$ cat src/common/ime_config.svh
`ifndef IME_CONFIG_SVH
`define IME_CONFIG_SVH

// ------------------------------------------------------------
// pixel and block geometry
// ------------------------------------------------------------
`define IME_BIT_DEPTH   8
`define IME_MB_W        16
// candidate columns per array position, also pixels per right step
`define IME_PE_NUM      4

// ------------------------------------------------------------
// search window and scan
// ------------------------------------------------------------
`define IME_SW_W        48
`define IME_SW_H        48
`define IME_COL_STEPS   8
// vertical positions per column
`define IME_ROW_POS     33

// ------------------------------------------------------------
// motion vector, qp and lambda widths
// ------------------------------------------------------------
`define IME_MV_OFS      16
`define IME_MV_W        6
`define IME_QP_W        6
`define IME_LAMBDA_W    9

`endif

$ cat src/common/ime_pkg.sv
`include "ime_config.svh"

package ime_pkg;

    // derived widths
    localparam int ARR_W = `IME_MB_W + 2 * `IME_PE_NUM - 1;
    localparam int REF_W = `IME_MB_W + `IME_PE_NUM - 1;
    // window row plus zero padding for the last column offset
    localparam int EXT_W = `IME_SW_W + `IME_PE_NUM - 1;
    localparam int COL_W = $clog2(`IME_COL_STEPS);
    localparam int ROW_W = $clog2(`IME_SW_H);
    localparam int MV_W  = `IME_MV_W;

    typedef logic [`IME_BIT_DEPTH-1:0] pixel_t;

    // index j is window column j
    typedef pixel_t [`IME_SW_W-1:0] sw_row_t;
    typedef pixel_t [EXT_W-1:0]     ext_row_t;
    typedef pixel_t [ARR_W-1:0]     arr_row_t;
    typedef pixel_t [REF_W-1:0]     ref_row_t;
    // index k is block row k, row 0 at the top
    typedef ref_row_t [`IME_MB_W-1:0] ref_blk_t;

    typedef logic [`IME_QP_W-1:0]     qp_t;
    typedef logic [`IME_LAMBDA_W-1:0] lambda_t;

    typedef struct packed {
        logic signed [MV_W-1:0] mv_x;
        logic signed [MV_W-1:0] mv_y;
    } ime_mv_t;

    typedef struct packed {
        logic             load;
        logic [ROW_W-1:0] addr;
    } fetch_req_t;

    typedef enum logic [1:0] {
        ARR_HOLD,
        ARR_SHIFT_DN,
        ARR_SHIFT_UP,
        ARR_SHIFT_RT
    } array_op_e;

    // position held by the array once the current operation is done
    typedef struct packed {
        logic [COL_W-1:0] col;
        logic [ROW_W-1:0] row;
        logic             valid;
    } scan_pos_t;

endpackage

$ cat src/hw/mv_align.sv
`include "ime_config.svh"

module mv_align
    import ime_pkg::*;
(
    input  logic      clk,
    input  logic      rstn,
    input  scan_pos_t scan_pos_i,
    output logic      run_o,
    output ime_mv_t   mv_o,
    output logic      done_o
);

    // d1 lines up with the array op, d2 with the array contents
    scan_pos_t pos_d1;
    scan_pos_t pos_d2;
    logic      done_q;

    always_ff @(posedge clk or negedge rstn) begin
        if (!rstn) begin
            pos_d1 <= '0;
            pos_d2 <= '0;
            done_q <= 1'b0;
        end else begin
            pos_d1 <= scan_pos_i;
            pos_d2 <= pos_d1;
            // falling edge of the aligned valid
            done_q <= pos_d2.valid && !pos_d1.valid;
        end
    end

    assign run_o  = pos_d2.valid;
    assign done_o = done_q;

    // window offset removed, two's complement wrap gives the sign
    always_comb begin
        mv_o.mv_x = MV_W'(pos_d2.col) * MV_W'(`IME_PE_NUM) - MV_W'(`IME_MV_OFS);
        mv_o.mv_y = MV_W'(pos_d2.row) - MV_W'(`IME_MV_OFS);
    end

    a_mv_y_range: assert property (@(posedge clk) disable iff (!rstn)
        run_o |-> (mv_o.mv_y >= -MV_W'(`IME_MV_OFS)) && (mv_o.mv_y <= MV_W'(`IME_MV_OFS)));

endmodule

$ cat config.mk
export PLATFORM = sky130hd
export DESIGN_NAME = mv_align
export DESIGN_NICKNAME = d
export VERILOG_FILES = /design/src/common/ime_pkg.sv /design/src/hw/mv_align.sv
export VERILOG_INCLUDE_DIRS = /design/src /design/src/common
export SDC_FILE = /design/constraint.sdc
export NUM_CORES = 1
export LEC_CHECK = 0
export BUFFER_PORTS_ARGS = -buffer_cell sky130_fd_sc_hd__buf_4
export CAP_MARGIN = 20
export CORE_MARGIN = 4
export CORE_UTILIZATION = 47
export DETAILED_ROUTE_END_ITERATION = 12
export GPL_ROUTABILITY_DRIVEN = 1
export HOLD_SLACK_MARGIN = 0.06
export PLACE_DENSITY = 0.81
export SLEW_MARGIN = 20
export SYNTH_ARGS = -nofsm -noshare
export SYNTH_HDL_FRONTEND = slang
export SYNTH_SLANG_ARGS = --single-unit
$ cat constraint.sdc
create_clock -name clk -period 1.05 [get_ports clk]
set_input_delay 0.105 -clock clk [delete_from_list [all_inputs] [get_ports clk]]
set_output_delay 0.105 -clock clk [all_outputs]
set_load 0.05 [all_outputs]
==> metrics.md <==
| Metric | Value |
|---|---|
| Pwr Density | 1600 mW/mm2 |
| Minimum clock period | 1.12 ns |
| Switching Fraction | 24.9% |
| Clock sink count | 21 |
| Most area-consuming cells after synthesis | dfrtp_1 85%, buf_4 11%, xnor2_1 1.4% |
| Standard-cell rows | 12 |
| Drt first pass iters | 1 |
| DR iter-0 viols | 0 |
| Max_cap viols | 0 |
| Setup Crit Path Kind | flip-flop to output pin |
| Place WS | 0.216 ns |
| Clock Tree Buf Depth | 2 |
| Psw | 0.362 mW |
| Final setup fails | 1 |
| Clock skew | 0.00510 ns |
| Worst setup EP type | output pin |
| # fillers | 71 |
| Sequential share of power | 59.2% |
| Internal cell power | 1.09 mW |
| Initial Utilization | 52.9% |
| Final instance area | 908 um2 |
| CTS root buffer | clkbuf_4 |
| Arr. time, crit path | 1.02 ns |
| Core Region | 0.00117 mm2 |
| Vias/cell | 3.90 |
| Synthesized cell area | 619 um2 |
| First-pass GRT wire length | 1560 um |
| RSZ-0062 raised after global routing | true |
| Comb power frac | 17.0% |
| Ports | 26 |
| Placed Area | 753 um2 |
| Clk pwr share | 23.7% |
| Yosys reg bits | 21 |
| CTS buffer count | 3 |
| Fin cells | 79 |
| Worst path cell trace | xnor2_2 -> buf_6 |
| IO Port Bufs | 23 |
| Placed cells | 64 |
| GPL Wtd Cong | 0.632 |
| Syn Inst Count | 35 |
| Final WL | 921 um |
| Static Leak | 0.450 nW |
| Crit-path slowest cell | dfrtp_1 |
| Ys Warns | 0 |
| Total grt overflow | 0 |
| Worst-Skew Late Latency | 0.28 ns |
| Largest stage delay, worst path | 0.40 ns |
| Register area share after synthesis | 84.8% |
| Unique masters post-synth | 6 |
| Critical Path Fanout Max | 1 |
| Final #Nets | 78 |
| Initial antenna violation count | 0 |
| Share of layout cells above drive strength 1 | 43.1% |
| Area growth, synth to finish | 46.7% |
| WP data required | 0.94 ns |
| TritonCTS clock tree | yes |
| Worst hold slack | 0.240 ns |
| Vias in the first global route | 317 |
| Synth area leader | dfrtp_1 |
| Final slew viol count | 0 |
| Vias | 308 |
| Max Fclk | 891 MHz |
| Drt wl/cell | 11.7 um |
| Post-route ant nets | 0 |
| Final Hold Viols | 0 |
| Worst IR drop on VDD | 1.61 mV |
| Final worst setup slack | -0.0726 ns |
| CP Launch Type | flip-flop |
| Die area | 0.00196 mm2 |
| Largest net degree at the start of global routing | 22 |
| Failing checks | setup timing |
| HP Class | input port to asynchronous set/reset pin |
| Clock transition at path regs | 0.10 ns |
| Final period utilization | 107% |
| Die width | 44.3 um |
| GRT Util Overall | 11.7% |
| Antenna fix cells | 0 |
| Top-area cell type share of the netlist area | 84.8% |
| Syn avg cell area | 17.7 um2 |
| Status | complete, but fails checks |
| H-tree Lvls | 1 |
| # DRC | 0 |
| Vert. Die Dim | 44.3 um |
[layer usage]
layer	GRT usage (%)	vias up	share of wire, %
met3	3.66	2	9.6
met4	3.61	0	1.2
met2	18.9	21	47
met1	15.0	134	42
met5	0	-	0
li1	-	151	-
[synthesized netlist by cell type]
| master | count |
|---|---|
| nor2b_1 | 1 |
| xnor2_1 | 1 |
| buf_4 | 9 |
| inv_1 | 2 |
| conb_1 | 1 |
| dfrtp_1 | 21 |
[placed cells by master, fill, tap and decap left out]
cell | netlist | routed
inv_2 | 0 | 1
clkbuf_1 | 0 | 1
inv_1 | 2 | 1
dfrtp_1 | 21 | 21
conb_1 | 1 | 2
clkbuf_4 | 0 | 3
buf_4 | 9 | 19
buf_6 | 0 | 3
nor2b_1 | 1 | 1
xnor2_2 | 0 | 1
buf_8 | 0 | 1
dlygate4sd3_1 | 0 | 11
[through the flow]
step                      setup TNS, ns  total power [mW]  util (%)
after detailed placement              0              1.09      64.3
after floorplan                       0              1.02         -
final                           -0.0726              1.46      77.6
after global placement                0              1.08      64.3
after CTS                       -0.0858              1.46      76.3
after global routing             -0.185              1.53      77.6
[cell type report]
| type | instances | area (um2) | area share [%] |
|---|---|---|---|
| multi-input combinational | 4 | 30.0 | 3.31 |
| inverter | 2 | 7.51 | 0.826 |
| sequential | 21 | 526 | 57.9 |
| timing repair buffer | 34 | 302 | 33.2 |
| clock buffer | 4 | 26.3 | 2.89 |
| tap | 14 | 17.5 | 1.93 |
[sequential cells by signal, indices dropped and copies added (netlist names)]
register and cells:
pos_d1 10, pos_d2 9, done_o 1, run_o 1
[repair_timing]
item,4_1_cts,5_1_grt
hold endpoints to repair,31,0
setup endpoints to repair,1,4
buffers inserted,0,0
hold buffers,11,0
cloned,0,0
resized for setup,1,5
[kinds of logic after synthesis]
| logic type | count (synthesis) | share of synthesized area, % |
|---|---|---|
| and+or+nand+nor | 1 | 1.01 |
| xor gates and xnor gates | 1 | 1.41 |
| buffers and inverters | 11 | 12.1 |
| other | 1 | 0.605 |
| DFF | 21 | 84.8 |
[worst paths after layout]
check | start | end | slack [ns] | depth (start not counted)
setup / recovery | pos_d2[6] | mv_o[5] | -0.07 | 2
hold / removal | rstn | pos_d1[7] | 0.24 | 2
setup reg to reg | run_o | done_o | 0.42 | 1
hold reg to reg | pos_d1[3] | pos_d2[3] | 0.36 | 0
max in group asynchronous | rstn | pos_d2[9] | 0.60 | 2
min in group clk | pos_d1[3] | pos_d2[3] | 0.36 | 0
[worst max-delay path: cells and delay by family, from the launching register on]
kind,cells,cell delay [ns]
flops,1,0.40
buf+inv,1,0.17
xor+xnor,1,0.16
[power by group through the flow]
| stage | sequential (mW) | clock (mW) | combinational [mW] |
|---|---|---|---|
| finish | 0.863 | 0.345 | 0.248 |
| global route | 0.870 | 0.401 | 0.261 |
| CTS | 0.864 | 0.358 | 0.242 |
| detailed placement | 0.880 | 0 | 0.207 |
| global placement | 0.877 | 0 | 0.204 |
| floorplan | 0.890 | 0 | 0.131 |
Power figures use the tool's default switching activity.
