[config.mk]
export PLATFORM = sky130hd
export DESIGN_NAME = lambda_lut
export DESIGN_NICKNAME = d
export VERILOG_FILES = /design/src/common/ime_pkg.sv /design/src/hw/lambda_lut.sv
export VERILOG_INCLUDE_DIRS = /design/src /design/src/common
export SDC_FILE = /design/constraint.sdc
export NUM_CORES = 1
export LEC_CHECK = 0
export BUFFER_PORTS_ARGS = -buffer_cell sky130_fd_sc_hd__buf_2
export CAP_MARGIN = 10
export CORE_UTILIZATION = 51
export CTS_BUF_LIST = sky130_fd_sc_hd__clkbuf_2
export DETAILED_ROUTE_END_ITERATION = 8
export GPL_TIMING_DRIVEN = 1
export PLACE_DENSITY = 0.86
export SYNTH_ARGS = -nofsm -noshare
export SYNTH_HDL_FRONTEND = slang
export SYNTH_SLANG_ARGS = --single-unit
export TNS_END_PERCENT = 5
[constraint.sdc]
create_clock -name clk -period 0.81 [get_ports clk]
set_clock_uncertainty 0.15 [all_clocks]
set_input_delay 0.162 -clock clk [delete_from_list [all_inputs] [get_ports clk]]
set_output_delay 0.162 -clock clk [all_outputs]
set_load 0.005 [all_outputs]
[src/common/ime_config.svh]
`ifndef IME_CONFIG_SVH
`define IME_CONFIG_SVH

// ------------------------------------------------------------
// pixel and block geometry
// ------------------------------------------------------------
`define IME_BIT_DEPTH   8
`define IME_MB_W        16
// candidate columns per array position, also pixels per right step
`define IME_PE_NUM      4

// ------------------------------------------------------------
// search window and scan
// ------------------------------------------------------------
`define IME_SW_W        48
`define IME_SW_H        48
`define IME_COL_STEPS   8
// vertical positions per column
`define IME_ROW_POS     33

// ------------------------------------------------------------
// motion vector, qp and lambda widths
// ------------------------------------------------------------
`define IME_MV_OFS      16
`define IME_MV_W        6
`define IME_QP_W        6
`define IME_LAMBDA_W    9

`endif

[src/common/ime_pkg.sv]
`include "ime_config.svh"

package ime_pkg;

    // derived widths
    localparam int ARR_W = `IME_MB_W + 2 * `IME_PE_NUM - 1;
    localparam int REF_W = `IME_MB_W + `IME_PE_NUM - 1;
    // window row plus zero padding for the last column offset
    localparam int EXT_W = `IME_SW_W + `IME_PE_NUM - 1;
    localparam int COL_W = $clog2(`IME_COL_STEPS);
    localparam int ROW_W = $clog2(`IME_SW_H);
    localparam int MV_W  = `IME_MV_W;

    typedef logic [`IME_BIT_DEPTH-1:0] pixel_t;

    // index j is window column j
    typedef pixel_t [`IME_SW_W-1:0] sw_row_t;
    typedef pixel_t [EXT_W-1:0]     ext_row_t;
    typedef pixel_t [ARR_W-1:0]     arr_row_t;
    typedef pixel_t [REF_W-1:0]     ref_row_t;
    // index k is block row k, row 0 at the top
    typedef ref_row_t [`IME_MB_W-1:0] ref_blk_t;

    typedef logic [`IME_QP_W-1:0]     qp_t;
    typedef logic [`IME_LAMBDA_W-1:0] lambda_t;

    typedef struct packed {
        logic signed [MV_W-1:0] mv_x;
        logic signed [MV_W-1:0] mv_y;
    } ime_mv_t;

    typedef struct packed {
        logic             load;
        logic [ROW_W-1:0] addr;
    } fetch_req_t;

    typedef enum logic [1:0] {
        ARR_HOLD,
        ARR_SHIFT_DN,
        ARR_SHIFT_UP,
        ARR_SHIFT_RT
    } array_op_e;

    // position held by the array once the current operation is done
    typedef struct packed {
        logic [COL_W-1:0] col;
        logic [ROW_W-1:0] row;
        logic             valid;
    } scan_pos_t;

endpackage

[src/hw/lambda_lut.sv]
`include "ime_config.svh"

module lambda_lut
    import ime_pkg::*;
(
    input  logic    clk,
    input  logic    rstn,
    input  qp_t     qp_i,
    input  logic    capture_i,
    output lambda_t lambda_o
);

    localparam int QP_NUM = 1 << `IME_QP_W;

    // x264 lambda per qp, eight entries per line
    localparam lambda_t LAMBDA_TAB [QP_NUM] = '{
          1,   1,   1,   1,   1,   1,   1,   1,
          1,   1,   1,   1,   1,   1,   1,   1,
          2,   2,   2,   2,   3,   3,   3,   4,
          4,   4,   5,   6,   6,   7,   8,   9,
         10,  11,  13,  14,  16,  18,  20,  23,
         25,  29,  32,  36,  40,  45,  51,  57,
         64,  72,  81,  91, 102, 114, 128, 144,
        161, 181, 203, 228, 256, 287, 323, 362
    };

    // held until the next frame captures a new qp
    always_ff @(posedge clk or negedge rstn) begin
        if (!rstn) begin
            lambda_o <= '0;
        end else if (capture_i) begin
            lambda_o <= LAMBDA_TAB[qp_i];
        end
    end

endmodule

==> flow_metrics.env <==
export IMPL_grt_pass1_vias=916
export IMPL_die_height_um=43.8
export IMPL_drive_above_1_share_pct=49.0
export IMPL_critPathMaxStageDelay_ns=0.37
export IMPL_cts_sinks=9
export IMPL_routed_via_density=6.24
export IMPL_core_um2=1580
export IMPL_antenna_found_initial=0
export IMPL_multi_input_area_um2=708
export IMPL_worst_pin_slew_ns=0.364
export IMPL_cts_buffer_depth=2
export IMPL_route_met2_wl_um=1320
export IMPL_p_leak_uw=0.000610
export IMPL_crit_chain="buf_12 > inv_12 > ha_4 > mux2i_2 > nor2_1 > o311ai_1 > o21ai_1"
export IMPL_drc_errors=5
export IMPL_grtUsageTotal_pct=26.4
export IMPL_stdcell_count=161
export IMPL_timing_fmax_mhz=819
export IMPL_cap_violations=0
export IMPL_power_frac_comb_pct=43.6
export IMPL_gp_congestion=0.897
export IMPL_cts_buffers=3
export IMPL_reg2reg_to="lambda_o[1]"
export IMPL_crit_family="compound AO/OA/AOI/OAI gates"
export IMPL_antennaDiodeCount=0
export IMPL_power_frac_seq_pct=36.8
export IMPL_top_layer="met4"
export IMPL_drtIter0Drc=62
export IMPL_synthArstFlopShare_pct=100
export IMPL_synthAdderAreaFrac_pct=15.4
export IMPL_die_area_um2=1920
export IMPL_synth_simple_area_share_pct=20.1
export IMPL_cts_tree="yes"
export IMPL_start_util_pct=56.5
export IMPL_setup_viol=17
export IMPL_synth_top_family_by_area="compound AO/OA/AOI/OAI gates"
export IMPL_reg2reg_from="lambda_o[1]"
export IMPL_failed_checks="DRC, setup timing"
export IMPL_seq_area_frac_synth_pct=25.3
export IMPL_synth_mux_area_share_pct=2.39
export IMPL_finalMaxSlewViolations=0
export IMPL_clk_pin_slew_ns=0.08
export IMPL_worstSetupPathType="in -> reg"
export IMPL_grt_max_degree=17
export IMPL_finalCritPeriodShare_pct=151
export IMPL_start_kind="input pin"
export IMPL_synth_compound_area_share_pct=27.8
export IMPL_drt_pass1_iter_count=6
export IMPL_ys_flop_type="dfrtp_1"
export IMPL_largest_reg_flops=9
export IMPL_num_vias=1005
export IMPL_worstPathMaxFanout=6
export IMPL_synth_xor_area_share_pct=0
export IMPL_die_x_um=43.8
export IMPL_p_sw_uw=467
export IMPL_ys_ff_latch=9
export IMPL_yosysWarnings=0
export IMPL_min_period_ns=1.22
export IMPL_core_rowCount=14
export IMPL_synth_edff_count=0
export IMPL_overflow=0
export IMPL_largest_register="lambda_o"
export IMPL_crit_required_ns=0.78
export IMPL_clkPwrFrac_pct=19.6
export IMPL_synth_fp_nets=126
export IMPL_ff_latch_area_um2=225
export IMPL_clk_latency_ns=0.23
export IMPL_top_regs="lambda_o (9)"
export IMPL_netlist_area_um2=891
export IMPL_hold_path_class="in -> async"
export IMPL_p_per_area_nw_per_um2=1020
export IMPL_wl_met3_um=190
export IMPL_wire_per_inst_um=16.5
export IMPL_p_sw_share_pct=33.6
export IMPL_ant_nets=0
export IMPL_nets=166
export IMPL_grt_pass1_wl_um=3770
export IMPL_wl_met1_um=1130
export IMPL_internal_power_uw=921
export IMPL_vdd_ir_drop_max_v=0.000607
export IMPL_worst_path_buf_inv=2
export IMPL_status="complete, but fails checks"
export IMPL_ios=18
export IMPL_setup_slack_ns=-0.411
export IMPL_fillers=80
export IMPL_syn_inst=106
export IMPL_slew_headroom_pct=75.3
export IMPL_critPathSlowestCell="o311ai_1"
export IMPL_rsz0062_at_grt="yes"
export IMPL_reg2regPathDepth=2
export IMPL_clock_root_buffer="clkbuf_2"
export IMPL_area_growth_pct=52.2
export IMPL_crit_arrival_ns=1.19
export IMPL_wl_um=2660
export IMPL_io_buffer_count=17
export IMPL_end_kind="flip-flop"
export IMPL_htreeDepth=1
export IMPL_setup_tns_ns=-4.15
export IMPL_finalHoldViolCount=0
export IMPL_syn_area_per_cell_um2=8.40
export IMPL_reg2reg_slack_ns=-0.05
export IMPL_place_inst=155
export IMPL_synth_cell_type_count=37
export IMPL_dpl_hpwl_um=1670
-- synthesized netlist by cell type (2+ instances only) --
cell,n,area [um^2]
a21oi_1,6,30.0
a21boi_0,2,15.0
a311oi_1,2,17.5
and2_1,3,18.8
dfrtp_1,9,225
nor2_1,6,22.5
o2bb2ai_1,5,43.8
a211oi_1,3,22.5
and3_1,3,18.8
nand4_1,2,12.5
nand2_1,9,33.8
inv_1,6,22.5
o21ai_0,7,35.0
ha_1,11,138
o211ai_1,2,15.0
buf_4,3,22.5
nand3_1,3,15.0
nor2b_1,2,12.5
buf_6,2,22.5
nand3b_1,2,15.0
a31oi_1,2,12.5
-- worst register-to-register path, stage by stage, from the launching register on --
cell and delay, ns:
dfrtp_1 0.39, a21oi_1 0.13, o21ai_1 0.08
-- kinds of logic (layout without fill, tap and decap cells) --
| kind of cell | count (synthesis) | in the layout |
|---|---|---|
| adder cells (fa/ha/maj) | 11 | 11 |
| AO/OA/AOI/OAI | 36 | 36 |
| flip-flops | 9 | 9 |
| buffers and inverters | 14 | 53 |
| AND/OR/NAND/NOR | 34 | 34 |
| multiplexers | 2 | 2 |
-- cells in the final DEF (no fill, tap or decap), types with 3 or more instances in the layout --
| master | instances |
|---|---|
| dfrtp_1 | 9 |
| o21ai_0 | 4 |
| inv_1 | 3 |
| buf_2 | 12 |
| ha_1 | 5 |
| nand3_1 | 3 |
| buf_4 | 22 |
| ha_4 | 3 |
| clkbuf_2 | 4 |
| a21oi_1 | 4 |
| buf_12 | 3 |
| ha_2 | 3 |
| o2bb2ai_1 | 5 |
| buf_6 | 3 |
| nand2_1 | 9 |
| nor2_1 | 5 |
-- stage by stage --
step                      utilization, %  hold WS (ns)  total power [uW]  cell area, um^2  worst slack (ns)
after floorplan                        -        -0.284               767              923            -0.384
after detailed placement            73.6        -0.133               987             1160            -0.730
final                               86.0         0.141              1390             1360            -0.411
after global routing                86.0         0.162              1470             1360            -0.423
after CTS                           80.0         0.121              1330             1260            -0.293
after global placement              73.6        -0.137               973             1160            -0.668
-- area by class of cell --
type                    instances  area share, %
multi-input cells              83           52.2
clock buffers                   4           1.48
well taps                      16           1.48
inverters                       7           3.41
repair buffers                 42           24.8
flip-flops and latches          9           16.6
-- power groups by stage --
stage,logic (uW),clock network (uW),registers (uW)
floorplan,245,0,522
global placement,456,0,517
detailed placement,469,0,518
CTS,522,293,511
global route,649,305,515
finish,605,272,511
-- layer usage --
| metal | vias to the layer above | GRT usage [%] |
|---|---|---|
| met2 | 49 | 45.4 |
| met1 | 484 | 31.3 |
| met3 | 4 | 4.17 |
| met5 | - | 0 |
| li1 | 468 | - |
| met4 | 0 | 13.8 |
-- how the worst max path moves through the flow --
stage                 start     endpoint  slack, ns  depth (start not counted)
finish              qp_i[0]  lambda_o[1]      -0.41                          7
global route        qp_i[0]  lambda_o[1]      -0.42                          7
CTS                 qp_i[0]  lambda_o[0]      -0.29                          7
detailed placement  qp_i[0]  lambda_o[0]      -0.73                          7
floorplan           qp_i[0]  lambda_o[0]      -0.38                          6
global placement    qp_i[1]  lambda_o[2]      -0.67                          6
-- repair_timing --
| action | CTS | global route |
|---|---|---|
| pin swaps | 1 | 10 |
| endpoints found under the setup margin | 17 | 18 |
| resized for setup | 19 | 21 |
| setup buffers | 1 | 0 |
| hold buffers | 1 | 0 |
| endpoints found under the hold margin | 9 | 0 |
| gates cloned | 0 | 0 |
No activity file was read; power rests on OpenSTA's default activity.
