==> src/common/ime_config.svh <==
`ifndef IME_CONFIG_SVH
`define IME_CONFIG_SVH

// ------------------------------------------------------------
// pixel and block geometry
// ------------------------------------------------------------
`define IME_BIT_DEPTH   8
`define IME_MB_W        16
// candidate columns per array position, also pixels per right step
`define IME_PE_NUM      4

// ------------------------------------------------------------
// search window and scan
// ------------------------------------------------------------
`define IME_SW_W        48
`define IME_SW_H        48
`define IME_COL_STEPS   8
// vertical positions per column
`define IME_ROW_POS     33

// ------------------------------------------------------------
// motion vector, qp and lambda widths
// ------------------------------------------------------------
`define IME_MV_OFS      16
`define IME_MV_W        6
`define IME_QP_W        6
`define IME_LAMBDA_W    9

`endif

==> src/common/ime_pkg.sv <==
`include "ime_config.svh"

package ime_pkg;

    // derived widths
    localparam int ARR_W = `IME_MB_W + 2 * `IME_PE_NUM - 1;
    localparam int REF_W = `IME_MB_W + `IME_PE_NUM - 1;
    // window row plus zero padding for the last column offset
    localparam int EXT_W = `IME_SW_W + `IME_PE_NUM - 1;
    localparam int COL_W = $clog2(`IME_COL_STEPS);
    localparam int ROW_W = $clog2(`IME_SW_H);
    localparam int MV_W  = `IME_MV_W;

    typedef logic [`IME_BIT_DEPTH-1:0] pixel_t;

    // index j is window column j
    typedef pixel_t [`IME_SW_W-1:0] sw_row_t;
    typedef pixel_t [EXT_W-1:0]     ext_row_t;
    typedef pixel_t [ARR_W-1:0]     arr_row_t;
    typedef pixel_t [REF_W-1:0]     ref_row_t;
    // index k is block row k, row 0 at the top
    typedef ref_row_t [`IME_MB_W-1:0] ref_blk_t;

    typedef logic [`IME_QP_W-1:0]     qp_t;
    typedef logic [`IME_LAMBDA_W-1:0] lambda_t;

    typedef struct packed {
        logic signed [MV_W-1:0] mv_x;
        logic signed [MV_W-1:0] mv_y;
    } ime_mv_t;

    typedef struct packed {
        logic             load;
        logic [ROW_W-1:0] addr;
    } fetch_req_t;

    typedef enum logic [1:0] {
        ARR_HOLD,
        ARR_SHIFT_DN,
        ARR_SHIFT_UP,
        ARR_SHIFT_RT
    } array_op_e;

    // position held by the array once the current operation is done
    typedef struct packed {
        logic [COL_W-1:0] col;
        logic [ROW_W-1:0] row;
        logic             valid;
    } scan_pos_t;

endpackage

==> src/hw/ime_scan_ctrl.sv <==
`include "ime_config.svh"

module ime_scan_ctrl
    import ime_pkg::*;
(
    input  logic             clk,
    input  logic             rstn,
    input  logic             start_i,
    input  logic             fetch_valid_i,
    output logic             fetch_start_o,
    output fetch_req_t       fetch_req_o,
    output array_op_e        array_op_o,
    output logic [COL_W-1:0] col_shift_o,
    output logic             lambda_capture_o,
    output scan_pos_t        scan_pos_o
);

    typedef enum logic [2:0] {
        IDLE,
        WAIT_WIN,
        LOAD,
        SCAN_DN,
        STEP_RT,
        SCAN_UP
    } ctrl_state_e;

    localparam logic [COL_W-1:0] LAST_COL = COL_W'(`IME_COL_STEPS - 1);

    ctrl_state_e      state_q, state_d;
    logic [ROW_W-1:0] row_q, row_d;
    logic [COL_W-1:0] col_q, col_d;
    logic [1:0]       tail_q;
    logic             start_ok;
    logic             scan_last;
    array_op_e        op_d;

    // new frames wait until the output pipeline has drained
    assign start_ok         = (state_q == IDLE) && start_i && (tail_q == 2'd0);
    assign lambda_capture_o = start_ok;

    // ------------------------------------------------------------
    // snake scan sequencing
    // ------------------------------------------------------------
    always_comb begin
        state_d     = state_q;
        row_d       = row_q;
        col_d       = col_q;
        op_d        = ARR_HOLD;
        fetch_req_o = '0;
        scan_pos_o  = '0;
        scan_last   = 1'b0;
        case (state_q)
            IDLE: begin
                if (start_ok) begin
                    state_d = WAIT_WIN;
                    row_d   = '0;
                    col_d   = '0;
                end
            end
            WAIT_WIN: begin
                if (fetch_valid_i) begin
                    state_d = LOAD;
                end
            end
            LOAD: begin
                fetch_req_o.load = 1'b1;
                fetch_req_o.addr = row_q;
                op_d             = ARR_SHIFT_DN;
                row_d            = row_q + 1'b1;
                // last load row completes the first candidate
                if (row_q == ROW_W'(`IME_MB_W - 1)) begin
                    scan_pos_o.valid = 1'b1;
                    scan_pos_o.col   = col_q;
                    scan_pos_o.row   = '0;
                    row_d            = '0;
                    state_d          = SCAN_DN;
                end
            end
            SCAN_DN: begin
                fetch_req_o.load = 1'b1;
                fetch_req_o.addr = row_q + ROW_W'(`IME_MB_W);
                op_d             = ARR_SHIFT_DN;
                row_d            = row_q + 1'b1;
                scan_pos_o.valid = 1'b1;
                scan_pos_o.col   = col_q;
                scan_pos_o.row   = row_d;
                if (row_q == ROW_W'(`IME_ROW_POS - 2)) begin
                    state_d = STEP_RT;
                end
            end
            STEP_RT: begin
                // no fetch, the step is itself a candidate
                op_d             = ARR_SHIFT_RT;
                col_d            = col_q + 1'b1;
                scan_pos_o.valid = 1'b1;
                scan_pos_o.col   = col_d;
                scan_pos_o.row   = row_q;
                state_d          = (row_q == '0) ? SCAN_DN : SCAN_UP;
            end
            SCAN_UP: begin
                fetch_req_o.load = 1'b1;
                fetch_req_o.addr = row_q - 1'b1;
                op_d             = ARR_SHIFT_UP;
                row_d            = row_q - 1'b1;
                scan_pos_o.valid = 1'b1;
                scan_pos_o.col   = col_q;
                scan_pos_o.row   = row_d;
                if (row_q == ROW_W'(1)) begin
                    scan_last = (col_q == LAST_COL);
                    state_d   = scan_last ? IDLE : STEP_RT;
                end
            end
            default: begin
                state_d = IDLE;
            end
        endcase
    end

    always_ff @(posedge clk or negedge rstn) begin
        if (!rstn) begin
            state_q       <= IDLE;
            row_q         <= '0;
            col_q         <= '0;
            tail_q        <= 2'd0;
            fetch_start_o <= 1'b0;
            array_op_o    <= ARR_HOLD;
            col_shift_o   <= '0;
        end else begin
            state_q       <= state_d;
            row_q         <= row_d;
            col_q         <= col_d;
            fetch_start_o <= start_ok;
            // fetched data returns one cycle later, together with its op
            array_op_o    <= op_d;
            col_shift_o   <= col_q;
            if (scan_last) begin
                tail_q <= 2'd3;
            end else if (tail_q != 2'd0) begin
                tail_q <= tail_q - 1'b1;
            end
        end
    end

    // ------------------------------------------------------------
    // checks
    // ------------------------------------------------------------
    a_addr_in_window: assert property (@(posedge clk) disable iff (!rstn)
        fetch_req_o.load |-> (fetch_req_o.addr < ROW_W'(`IME_SW_H)));

    a_step_not_last_col: assert property (@(posedge clk) disable iff (!rstn)
        (state_q == STEP_RT) |-> (col_q != LAST_COL));

endmodule

==> config.mk <==
export PLATFORM = sky130hd
export DESIGN_NAME = ime_scan_ctrl
export DESIGN_NICKNAME = d
export VERILOG_FILES = /design/src/common/ime_pkg.sv /design/src/hw/ime_scan_ctrl.sv
export VERILOG_INCLUDE_DIRS = /design/src /design/src/common
export SDC_FILE = /design/constraint.sdc
export NUM_CORES = 1
export LEC_CHECK = 0
export BUFFER_PORTS_ARGS = -buffer_cell sky130_fd_sc_hd__buf_2
export CORE_MARGIN = 2
export CORE_UTILIZATION = 49
export DETAILED_ROUTE_END_ITERATION = 10
export PLACE_DENSITY = 0.75
export SETUP_SLACK_MARGIN = 0.5
export SLEW_MARGIN = 40
export SYNTH_ARGS = -nofsm -noshare
export SYNTH_HDL_FRONTEND = slang
export SYNTH_SLANG_ARGS = --single-unit
export TNS_END_PERCENT = 10
==> constraint.sdc <==
create_clock -name clk -period 1.6 [get_ports clk]
set_input_delay 0.08 -clock clk [delete_from_list [all_inputs] [get_ports clk]]
set_output_delay 0.08 -clock clk [all_outputs]
set_load 0.005 [all_outputs]
==> results of run 1 <==
-- cell families (layout without fill, tap and decap cells) --
kind of cell	count (synthesis)	in the layout	share of synthesized area, %
XOR/XNOR	4	4	2.412
AND/OR/NAND/NOR	57	57	20.07
AO/OA/AOI/OAI	54	54	25.84
flip-flops	20	20	34.45
buffers and inverters	23	75	7.406
multiplexers	4	4	2.928
adder cells (fa/ha/maj)	8	8	6.891
-- per-layer routing --
metal	wire (um)	track usage [%]
met1	1752	31.44
met2	2327	47.51
met3	341	4.396
met4	79	12.29
met5	0	0
-- cell usage in the layout, fill, tap and decap left out, drive strengths merged, types with 3 or more instances in the layout --
cell / instances
nand3b: 3
and2: 3
o211ai: 5
o22ai: 5
nand3: 6
nand2: 19
inv: 9
a21oi: 8
dfrtp: 20
clkbuf: 3
a22o: 6
nor2: 9
o21ai: 16
buf: 62
ha: 8
xnor2: 3
and3: 3
-- flip-flops by register name (all words and copies together), names as in the netlist --
register,count
state_q,3
array_op_o,2
fetch_start_o,1
col_shift_o,3
col_q,3
row_q,6
tail_q,2
-- through the flow --
stage,worst slack (ps),TNS [ps],total power [mW]
after detailed placement,-62.79,-266.7,3.161
after floorplan,87.48,0,2.317
after global placement,0.8852,0,3.066
after CTS,-365.6,-3158,3.683
after global routing,-439.9,-5384,4.249
final,-367.2,-3674,3.986
-- final timing paths --
kind,to,cells past startpoint
min reg2reg,col_shift_o[1]$_DFF_PN0_,0
max,scan_pos_o[3],6
max in group asynchronous,state_q[1]$_DFFE_PN0P_,2
max reg2reg,state_q[1]$_DFFE_PN0P_,10
min,fetch_start_o$_DFF_PN0_,3
min in group asynchronous,col_shift_o[0]$_DFF_PN0_,2
-- critical path, cell delays in order, from the launching register on --
cell     delay, ps
dfrtp_1        410
buf_4          170
ha_4           190
a22o_1         230
mux2_2         250
a32o_1         200
buf_2          120
-- power groups by stage --
stage / Combinational (mW) / Sequential, mW / Clock (mW)
floorplan: 1.47 / 0.849 / 0
global placement: 2.20 / 0.861 / 0
detailed placement: 2.29 / 0.875 / 0
CTS: 2.54 / 0.885 / 0.255
global route: 3.05 / 0.920 / 0.276
finish: 2.83 / 0.899 / 0.257
-- what timing repair did --
item,in CTS,in global routing
resized for setup,36,18
hold endpoints to repair,20,0
hold buffers,1,0
pin swaps,7,6
buffers inserted,2,2
endpoints found under the setup margin,34,34
-- final cells by class --
class	instances	area, um2	share of cell area (%)
multi-input combinational	127	1055	50.75
sequential	20	506.7	24.38
timing repair buffer	63	419.2	20.17
tap	31	38.79	1.866
inverter	9	36.28	1.746
clock buffer	3	22.52	1.084
==> results.yml, run 1 <==
logic_synthesis:
  synth_flop_cell: "dfrtp_1"
  synthArstFlopShare_pct: 100.0
  ys_ff_latch: 20
  syn_area_per_cell_um2: 8.545
  synth_top_area_share_pct: 34.45
  netlist_top_cells_area: "dfrtp_1, ha_1, o21ai_0, nand2_1, a22o_1"
  syn_nets: 182
  syn_inst: 170
  synth_top_cell_by_area: "dfrtp_1"
  ys_top_cells_by_count: "dfrtp_1, nand2_1, o21ai_0, inv_1, nor2_1"
  yosys_warnings: 0
  synth_cell_type_count: 47
  synth_edf_count: 0
  synth.cell_area_um2: 1453
  synth_most_common_cell: "dfrtp_1"
  ys_seq_area_share_pct: 34.45
layout:
  nets: 236
  diodes: 0
  drive_gt1_share_pct: 49.10
  layout.cells.non_filler: 253
  area_delta_synth_final_pct: 43.07
  fillCellCount: 195
  stdcell_area_um2: 2078
  post-route-util_pct: 74.72
place:
  dp_hpwl_mm: 3.019
  placed_area_um2: 1817
  routabilityCongestion: 0.8818
  placed_cells: 245
  portBuffers: 27
sta:
  fin_crit_ps: 1967
  finalHoldViolCount: 0
  rsz0062_at_grt: "true"
  finClkSkew_ps: 14.37
  drv_slew: 0
  worst_slew_pin_slew_ps: 466.6
  holdWs_ps: 53.92
  fmax_ghz: 0.5083
  setup_viol: 21
  max-slew-margin-rel_pct: 68.89
  fin_ws_ps: -367.2
  fin_crit_sh_pct: 123.0
cts:
  htreeDepth: 1
  clock_sinks: 20
  clk_pin_slew_ps: 120
  cts_buffers: 3
  cts_tree: "built"
  clkLatencyLatePin_ps: 320
  cts-root-buf: "clkbuf_4"
  cts_buffer_depth: 2
route:
  drc_errors: 0
  dr_total_vias: 1552
  ant_nets: 0
  dr.pass1.iters: 4
  routed_wl_mm: 4.500
  wire_per_inst_um: 17.79
  dr.first_iter.drc_count: 139
  viasPerCell: 6.134
worst_setup_path:
  r2r_start: "row_q[0]$_DFFE_PN0P_"
  worst_setup_path_start_kind: "flop"
  cp.required_ps: 1520
  cp_max_fo: 7
  worstSetupPathType: "reg2out"
  crit_arrival_ps: 1890
  crit_start: "row_q[0]$_DFFE_PN0P_"
  endpoint_kind: "primary output"
  regToRegSetupSlack_ps: -140
power:
  switching_share_pct: 45.57
  power.share.combinational_pct: 71.0
  p_leak_nw: 0.9682
  peakVddDrop_mv: 1.315
  p_int_mw: 2.170
  power.density_nw_per_um2: 1918
  clkPwrFrac_pct: 6.4
  seq_power_share_pct: 22.5
  p_sw_mw: 1.816
worst_hold_path:
  min_path_type: "in2reg"
  timing.hold.worst.start: "start_i"
floorplan:
  initial_utilization_pct: 52.23
  std_cell_rows: 19
  coreArea_um2: 2781
  io_pins: 28
  chipWidth_um: 58.45
  dieArea_um2: 3416
  die-height_um: 58.45
global_route:
  grt_pass1_wl_mm: 6.920
  grt_max_degree: 21
  grt_pass1_vias: 1478
  grt-ovfl-total: 0
  grt_usage_pct: 26.80
  antenna_found_initial: 0
status:
  violations: "negative setup slack"
  status: "complete, but fails checks"
flow_run:
  drv_cap: 0
Power figures use the tool's default switching activity.
==> inputs of run 2 (changes only) <==
--- a/config.mk
+++ b/config.mk
@@ -8,9 +8,11 @@
 export LEC_CHECK = 0
 export BUFFER_PORTS_ARGS = -buffer_cell sky130_fd_sc_hd__buf_2
 export CORE_MARGIN = 2
-export CORE_UTILIZATION = 49
+export CORE_UTILIZATION = 51
+export CTS_BUF_LIST = sky130_fd_sc_hd__clkbuf_2 sky130_fd_sc_hd__clkbuf_4 sky130_fd_sc_hd__clkbuf_8
 export DETAILED_ROUTE_END_ITERATION = 10
-export PLACE_DENSITY = 0.75
+export PLACE_DENSITY = 0.89
+export REMOVE_ABC_BUFFERS = 1
 export SETUP_SLACK_MARGIN = 0.5
 export SLEW_MARGIN = 40
 export SYNTH_ARGS = -nofsm -noshare
==> results.yml, run 2 (same netlist as run 1, synthesis figures left out) <==
global_route:
  antenna_found_initial: 0
  grt_pass1_vias: 1444
  grt_usage_pct: 27.85
  grt_max_degree: 21
  grt_pass1_wl_mm: 6.906
  grt-ovfl-total: 0
worst_setup_path:
  max_stage_delay_ps: 580
  rr_worst_depth: 10
  cp_max_fo: 5
  worstSetupPathType: "reg2out"
  regToRegSetupSlack_ps: -100
  critical_path.slowest_cell: "or4_4"
  cp.required_ps: 1520
  endpoint_kind: "primary output"
  path_cells: "or4_4 -> o21a_1 -> o21ai_2 -> o221ai_1 -> buf_2"
  reg2reg_to: "state_q[1]$_DFFE_PN0P_"
  worst_setup_path_start_kind: "flop"
  crit_arrival_ps: 1970
  r2r_start: "row_q[0]$_DFFE_PN0P_"
sta:
  holdWs_ps: 42.75
  fmax_ghz: 0.4872
  drv_slew: 0
  finalHoldViolCount: 0
  max-slew-margin-rel_pct: 68.67
  rsz0062_at_grt: "true"
  finClkSkew_ps: 4.000
  fin_ws_ps: -452.6
  fin_crit_sh_pct: 128.3
  fin_crit_ps: 2053
  worst_slew_pin_slew_ps: 469.9
  setup_viol: 21
floorplan:
  io_pins: 28
  std_cell_rows: 19
  die-height_um: 57.37
  chipWidth_um: 57.37
  initial_utilization_pct: 53.14
  dieArea_um2: 3291
  coreArea_um2: 2734
layout:
  post-route-util_pct: 76.66
  regArea_um2: 503.0
  final_common_cell: "buf_4"
  drive_gt1_share_pct: 46.96
  final_cell_mix: "buf_4, buf_2, dfrtp_1, nand2_1"
  area_delta_synth_final_pct: 44.27
  fillCellCount: 193
  stdcell_area_um2: 2096
  diodes: 0
  multiInputGateArea_um2: 997.2
  largest_reg_flops: 6
  top_register: "row_q"
  nets: 243
power:
  p_leak_nw: 1.011
  power.density_nw_per_um2: 1999
  peakVddDrop_mv: 1.428
  fin_total_pwr_mw: 4.190
cts:
  clk_pin_slew_ps: 130
  cts-root-buf: "clkbuf_4"
  cts_buffers: 3
  clkLatencyLatePin_ps: 310
  cts_buffer_depth: 2
  cts_tree: "built"
  htreeDepth: 1
  clock_sinks: 20
place:
  pre_cts_slack_ps: -95.85
  placed_area_um2: 1838
  dp_hpwl_mm: 2.953
  portBuffers: 27
  routabilityCongestion: 0.9109
route:
  dr.pass1.iters: 4
  ant_nets: 0
  dr_total_vias: 1561
  drc_errors: 0
  dr.first_iter.drc_count: 57
  viasPerCell: 5.981
  routed_wl_mm: 4.412
  wire_per_inst_um: 16.90
worst_hold_path:
  min_path_type: "in2reg"
  min_to: "fetch_start_o$_DFF_PN0_"
  timing.hold.worst.start: "start_i"
  whs_path_depth: 3
status:
  status: "complete, but fails checks"
  violations: "negative setup slack"
flow_run:
  drv_cap: 0
[run 2: cell count changes in the layout (fill, tap and decap cells not counted), moves of 3 or more]
cell | before | now
dfrtp_2 | 5 | 2
inv_2 | 4 | 1
inv_1 | 4 | 7
buf_4 | 32 | 40
o21ai_1 | 4 | 7
dfrtp_1 | 15 | 18
[run 2: metal layers]
| layer | vias up | part of all wire, % | track usage, % |
|---|---|---|---|
| li1 | 734 | - | - |
| met4 | 0 | 2.2 | 10.30 |
| met2 | 67 | 51 | 49.51 |
| met5 | - | 0 | 0 |
| met1 | 750 | 41 | 32.67 |
| met3 | 10 | 6.0 | 5.896 |
[run 2: layout make-up]
| class | instances | area share (%) |
|---|---|---|
| clock inverter | 1 | 1.433 |
| tap | 31 | 1.851 |
| timing repair buffer | 70 | 22.33 |
| sequential | 20 | 24.00 |
| clock buffer | 3 | 1.075 |
| multi-input combinational | 127 | 47.58 |
| inverter | 9 | 1.731 |
[run 2: worst max-delay path by stage]
stage / start / end / slack (ps) / cells past startpoint
5_1_grt: row_q[0]$_DFFE_PN0P_ / scan_pos_o[6] / -520 / 5
3_5_place_dp: row_q[0]$_DFFE_PN0P_ / scan_pos_o[6] / -100 / 5
2_1_floorplan: row_q[0]$_DFFE_PN0P_ / row_q[3]$_DFFE_PN0P_ / -7 / 5
4_1_cts: row_q[0]$_DFFE_PN0P_ / scan_pos_o[6] / -410 / 5
6_report: row_q[0]$_DFFE_PN0P_ / scan_pos_o[6] / -450 / 5
3_3_place_gp: row_q[0]$_DFFE_PN0P_ / scan_pos_o[6] / -60 / 5
[run 2: per-stage QoR]
stage          cells  setup TNS [ps]
2_1_floorplan    156          -15.91
3_3_place_gp     252          -69.86
3_5_place_dp     252          -242.6
4_1_cts          260           -4292
5_1_grt          261           -6318
6_report         261           -4566
[run 2: what timing repair did]
action	in CTS	in global routing
cloned	0	0
endpoints found under the setup margin	34	34
pin swaps	5	1
gates resized for setup	35	15
hold buffers	1	0
setup buffers	3	1
endpoints found under the hold margin	20	0
[run 2: report_power, final]
group	switching [mW]	total (mW)	leakage (nW)	internal [mW]
Combinational	1.45	2.89	0.727	1.43
Clock	0.180	0.434	0.0279	0.253
Sequential	0.166	0.871	0.256	0.705
Total	1.80	4.19	1.01	2.39
[run 2: critical path, delay by kind of cell, from the launching register on]
family,cells,cell delay (ps)
buffers and inverters,1,140
AO/OA/AOI/OAI,3,490
AND/OR/NAND/NOR,1,580
flip-flops,1,450
==> inputs of run 3 (changes only) <==
--- a/config.mk
+++ b/config.mk
@@ -11,7 +11,7 @@
 export CORE_UTILIZATION = 51
 export CTS_BUF_LIST = sky130_fd_sc_hd__clkbuf_2 sky130_fd_sc_hd__clkbuf_4 sky130_fd_sc_hd__clkbuf_8
 export DETAILED_ROUTE_END_ITERATION = 10
-export PLACE_DENSITY = 0.89
+export PLACE_DENSITY = 0.77
 export REMOVE_ABC_BUFFERS = 1
 export SETUP_SLACK_MARGIN = 0.5
 export SLEW_MARGIN = 40
==> results.yml, run 3 (same netlist as run 1, synthesis figures left out) <==
route:
  wire_per_inst_um: 17.08
  ant_nets: 0
  dr_total_vias: 1576
  routed_wl_mm: 4.441
  dr.pass1.iters: 4
  drc_errors: 0
  dr.first_iter.drc_count: 69
  viasPerCell: 6.062
sta:
  holdWs_ps: 77.04
  fin_crit_sh_pct: 124.2
  rsz0062_at_grt: "true"
  fin_crit_ps: 1988
  finClkSkew_ps: 2.555
  fmax_ghz: 0.5031
  fin_ws_ps: -387.8
  finalHoldViolCount: 0
  worst_slew_pin_slew_ps: 469.3
  drv_slew: 0
  max-slew-margin-rel_pct: 68.72
  setup_viol: 23
worst_setup_path:
  r2r_start: "row_q[0]$_DFFE_PN0P_"
  max_stage_delay_ps: 530
  worstSetupPathType: "reg2out"
  rr_worst_depth: 5
  regToRegSetupSlack_ps: -100
  critical_path.slowest_cell: "or4_4"
  worst_setup_path_start_kind: "flop"
  cp.required_ps: 1520
  reg2reg_to: "row_q[3]$_DFFE_PN0P_"
  path_cells: "or4_4 -> o21a_1 -> o21ai_2 -> o221ai_1 -> buf_2"
  endpoint_kind: "primary output"
  cp_max_fo: 5
  crit_arrival_ps: 1910
layout:
  largest_reg_flops: 6
  nets: 242
  final_cell_mix: "buf_4, buf_2, nand2_1, dfrtp_1, inv_1"
  post-route-util_pct: 76.61
  top_register: "row_q"
  area_delta_synth_final_pct: 44.19
  final_common_cell: "buf_4"
  drive_gt1_share_pct: 47.16
  diodes: 0
power:
  p_leak_nw: 0.9943
  peakVddDrop_mv: 1.595
  power.density_nw_per_um2: 1935
global_route:
  grt-ovfl-total: 0
  grt_pass1_wl_mm: 6.831
  grt_max_degree: 21
  grt_usage_pct: 26.73
  antenna_found_initial: 0
  grt_pass1_vias: 1432
cts:
  clock_sinks: 20
  htreeDepth: 1
  clk_pin_slew_ps: 120
  clkLatencyLatePin_ps: 320
  cts-root-buf: "clkbuf_4"
  cts_buffers: 3
  cts_buffer_depth: 2
  cts_tree: "built"
place:
  routabilityCongestion: 0.8793
  dp_hpwl_mm: 2.852
  pre_cts_slack_ps: -116.3
  portBuffers: 27
floorplan:
  std_cell_rows: 19
  initial_utilization_pct: 53.14
  chipWidth_um: 57.37
  coreArea_um2: 2734
  io_pins: 28
  dieArea_um2: 3291
  die-height_um: 57.37
worst_hold_path:
  min_path_type: "in2reg"
  timing.hold.worst.start: "start_i"
  whs_path_depth: 3
  min_to: "fetch_start_o$_DFF_PN0_"
flow_run:
  drv_cap: 0
status:
  status: "complete, but fails checks"
  violations: "negative setup slack"
==> run 3: changes by cell type in the layout (fill, tap and decap cells not counted), sizes merged <==
cell,delta
buf,-1
clkbuf,+1
bufinv,-1
==> run 3: cell type report <==
class / instances / area [um2]
inverters: 9 / 33.78
multi-input cells: 127 / 1007
repair buffers: 69 / 471.7
flip-flops and latches: 20 / 506.7
clock buffers: 4 / 36.28
fillers: 176 / 639.4
well taps: 31 / 38.79
==> run 3: worst max-delay path: cells and delay by family, from the launching register on <==
| family | cells | cell delay, ps |
|---|---|---|
| buffers and inverters | 1 | 140 |
| flip-flops | 1 | 460 |
| AND/OR/NAND/NOR | 1 | 530 |
| AO/OA/AOI/OAI | 3 | 450 |
==> run 3: report_power, final <==
group | switching, mW | leakage, nW | internal (mW) | total, mW
logic | 1.45 | 0.721 | 1.40 | 2.85
registers | 0.180 | 0.252 | 0.712 | 0.893
clock network | 0.173 | 0.0210 | 0.139 | 0.313
==> run 3: worst max-delay path by stage <==
stage | start | slack [ps] | to | depth (start not counted)
2_1_floorplan | row_q[0]$_DFFE_PN0P_ | -7 | row_q[3]$_DFFE_PN0P_ | 5
3_3_place_gp | row_q[1]$_DFFE_PN0P_ | -90 | scan_pos_o[5] | 7
3_5_place_dp | row_q[1]$_DFFE_PN0P_ | -120 | state_q[2]$_DFFE_PN0P_ | 7
4_1_cts | row_q[0]$_DFFE_PN0P_ | -390 | scan_pos_o[6] | 5
5_1_grt | row_q[0]$_DFFE_PN0P_ | -460 | scan_pos_o[6] | 5
6_report | row_q[0]$_DFFE_PN0P_ | -390 | scan_pos_o[6] | 5
==> run 3: metal layers <==
layer | vias up | global-route usage [%] | wire length, um
li1 | 738 | - | -
met1 | 751 | 34.14 | 1721
met2 | 75 | 45.62 | 2304
met3 | 12 | 3.175 | 317
met4 | 0 | 10.96 | 97
met5 | - | 0 | 0
==> run 3: stage by stage <==
| step | instances | area, um2 | power [mW] | TNS, ps |
|---|---|---|---|---|
| after floorplan | 156 | 1379 | 2.094 | -15.91 |
| after global placement | 246 | 1793 | 3.023 | -350.3 |
| after detailed placement | 246 | 1793 | 3.098 | -838.2 |
| after CTS | 253 | 1979 | 3.755 | -3190 |
| after global routing | 260 | 2095 | 4.311 | -6045 |
| final | 260 | 2095 | 4.053 | -4170 |
==> run 3: what timing repair did <==
item                       4_1_cts  5_1_grt
setup buffers                    2        7
setup endpoints to repair       34       34
gates resized for setup         38       17
hold buffers                     1        0
gates cloned                     0        0
pin swaps                        5        5
hold endpoints to repair        20        0
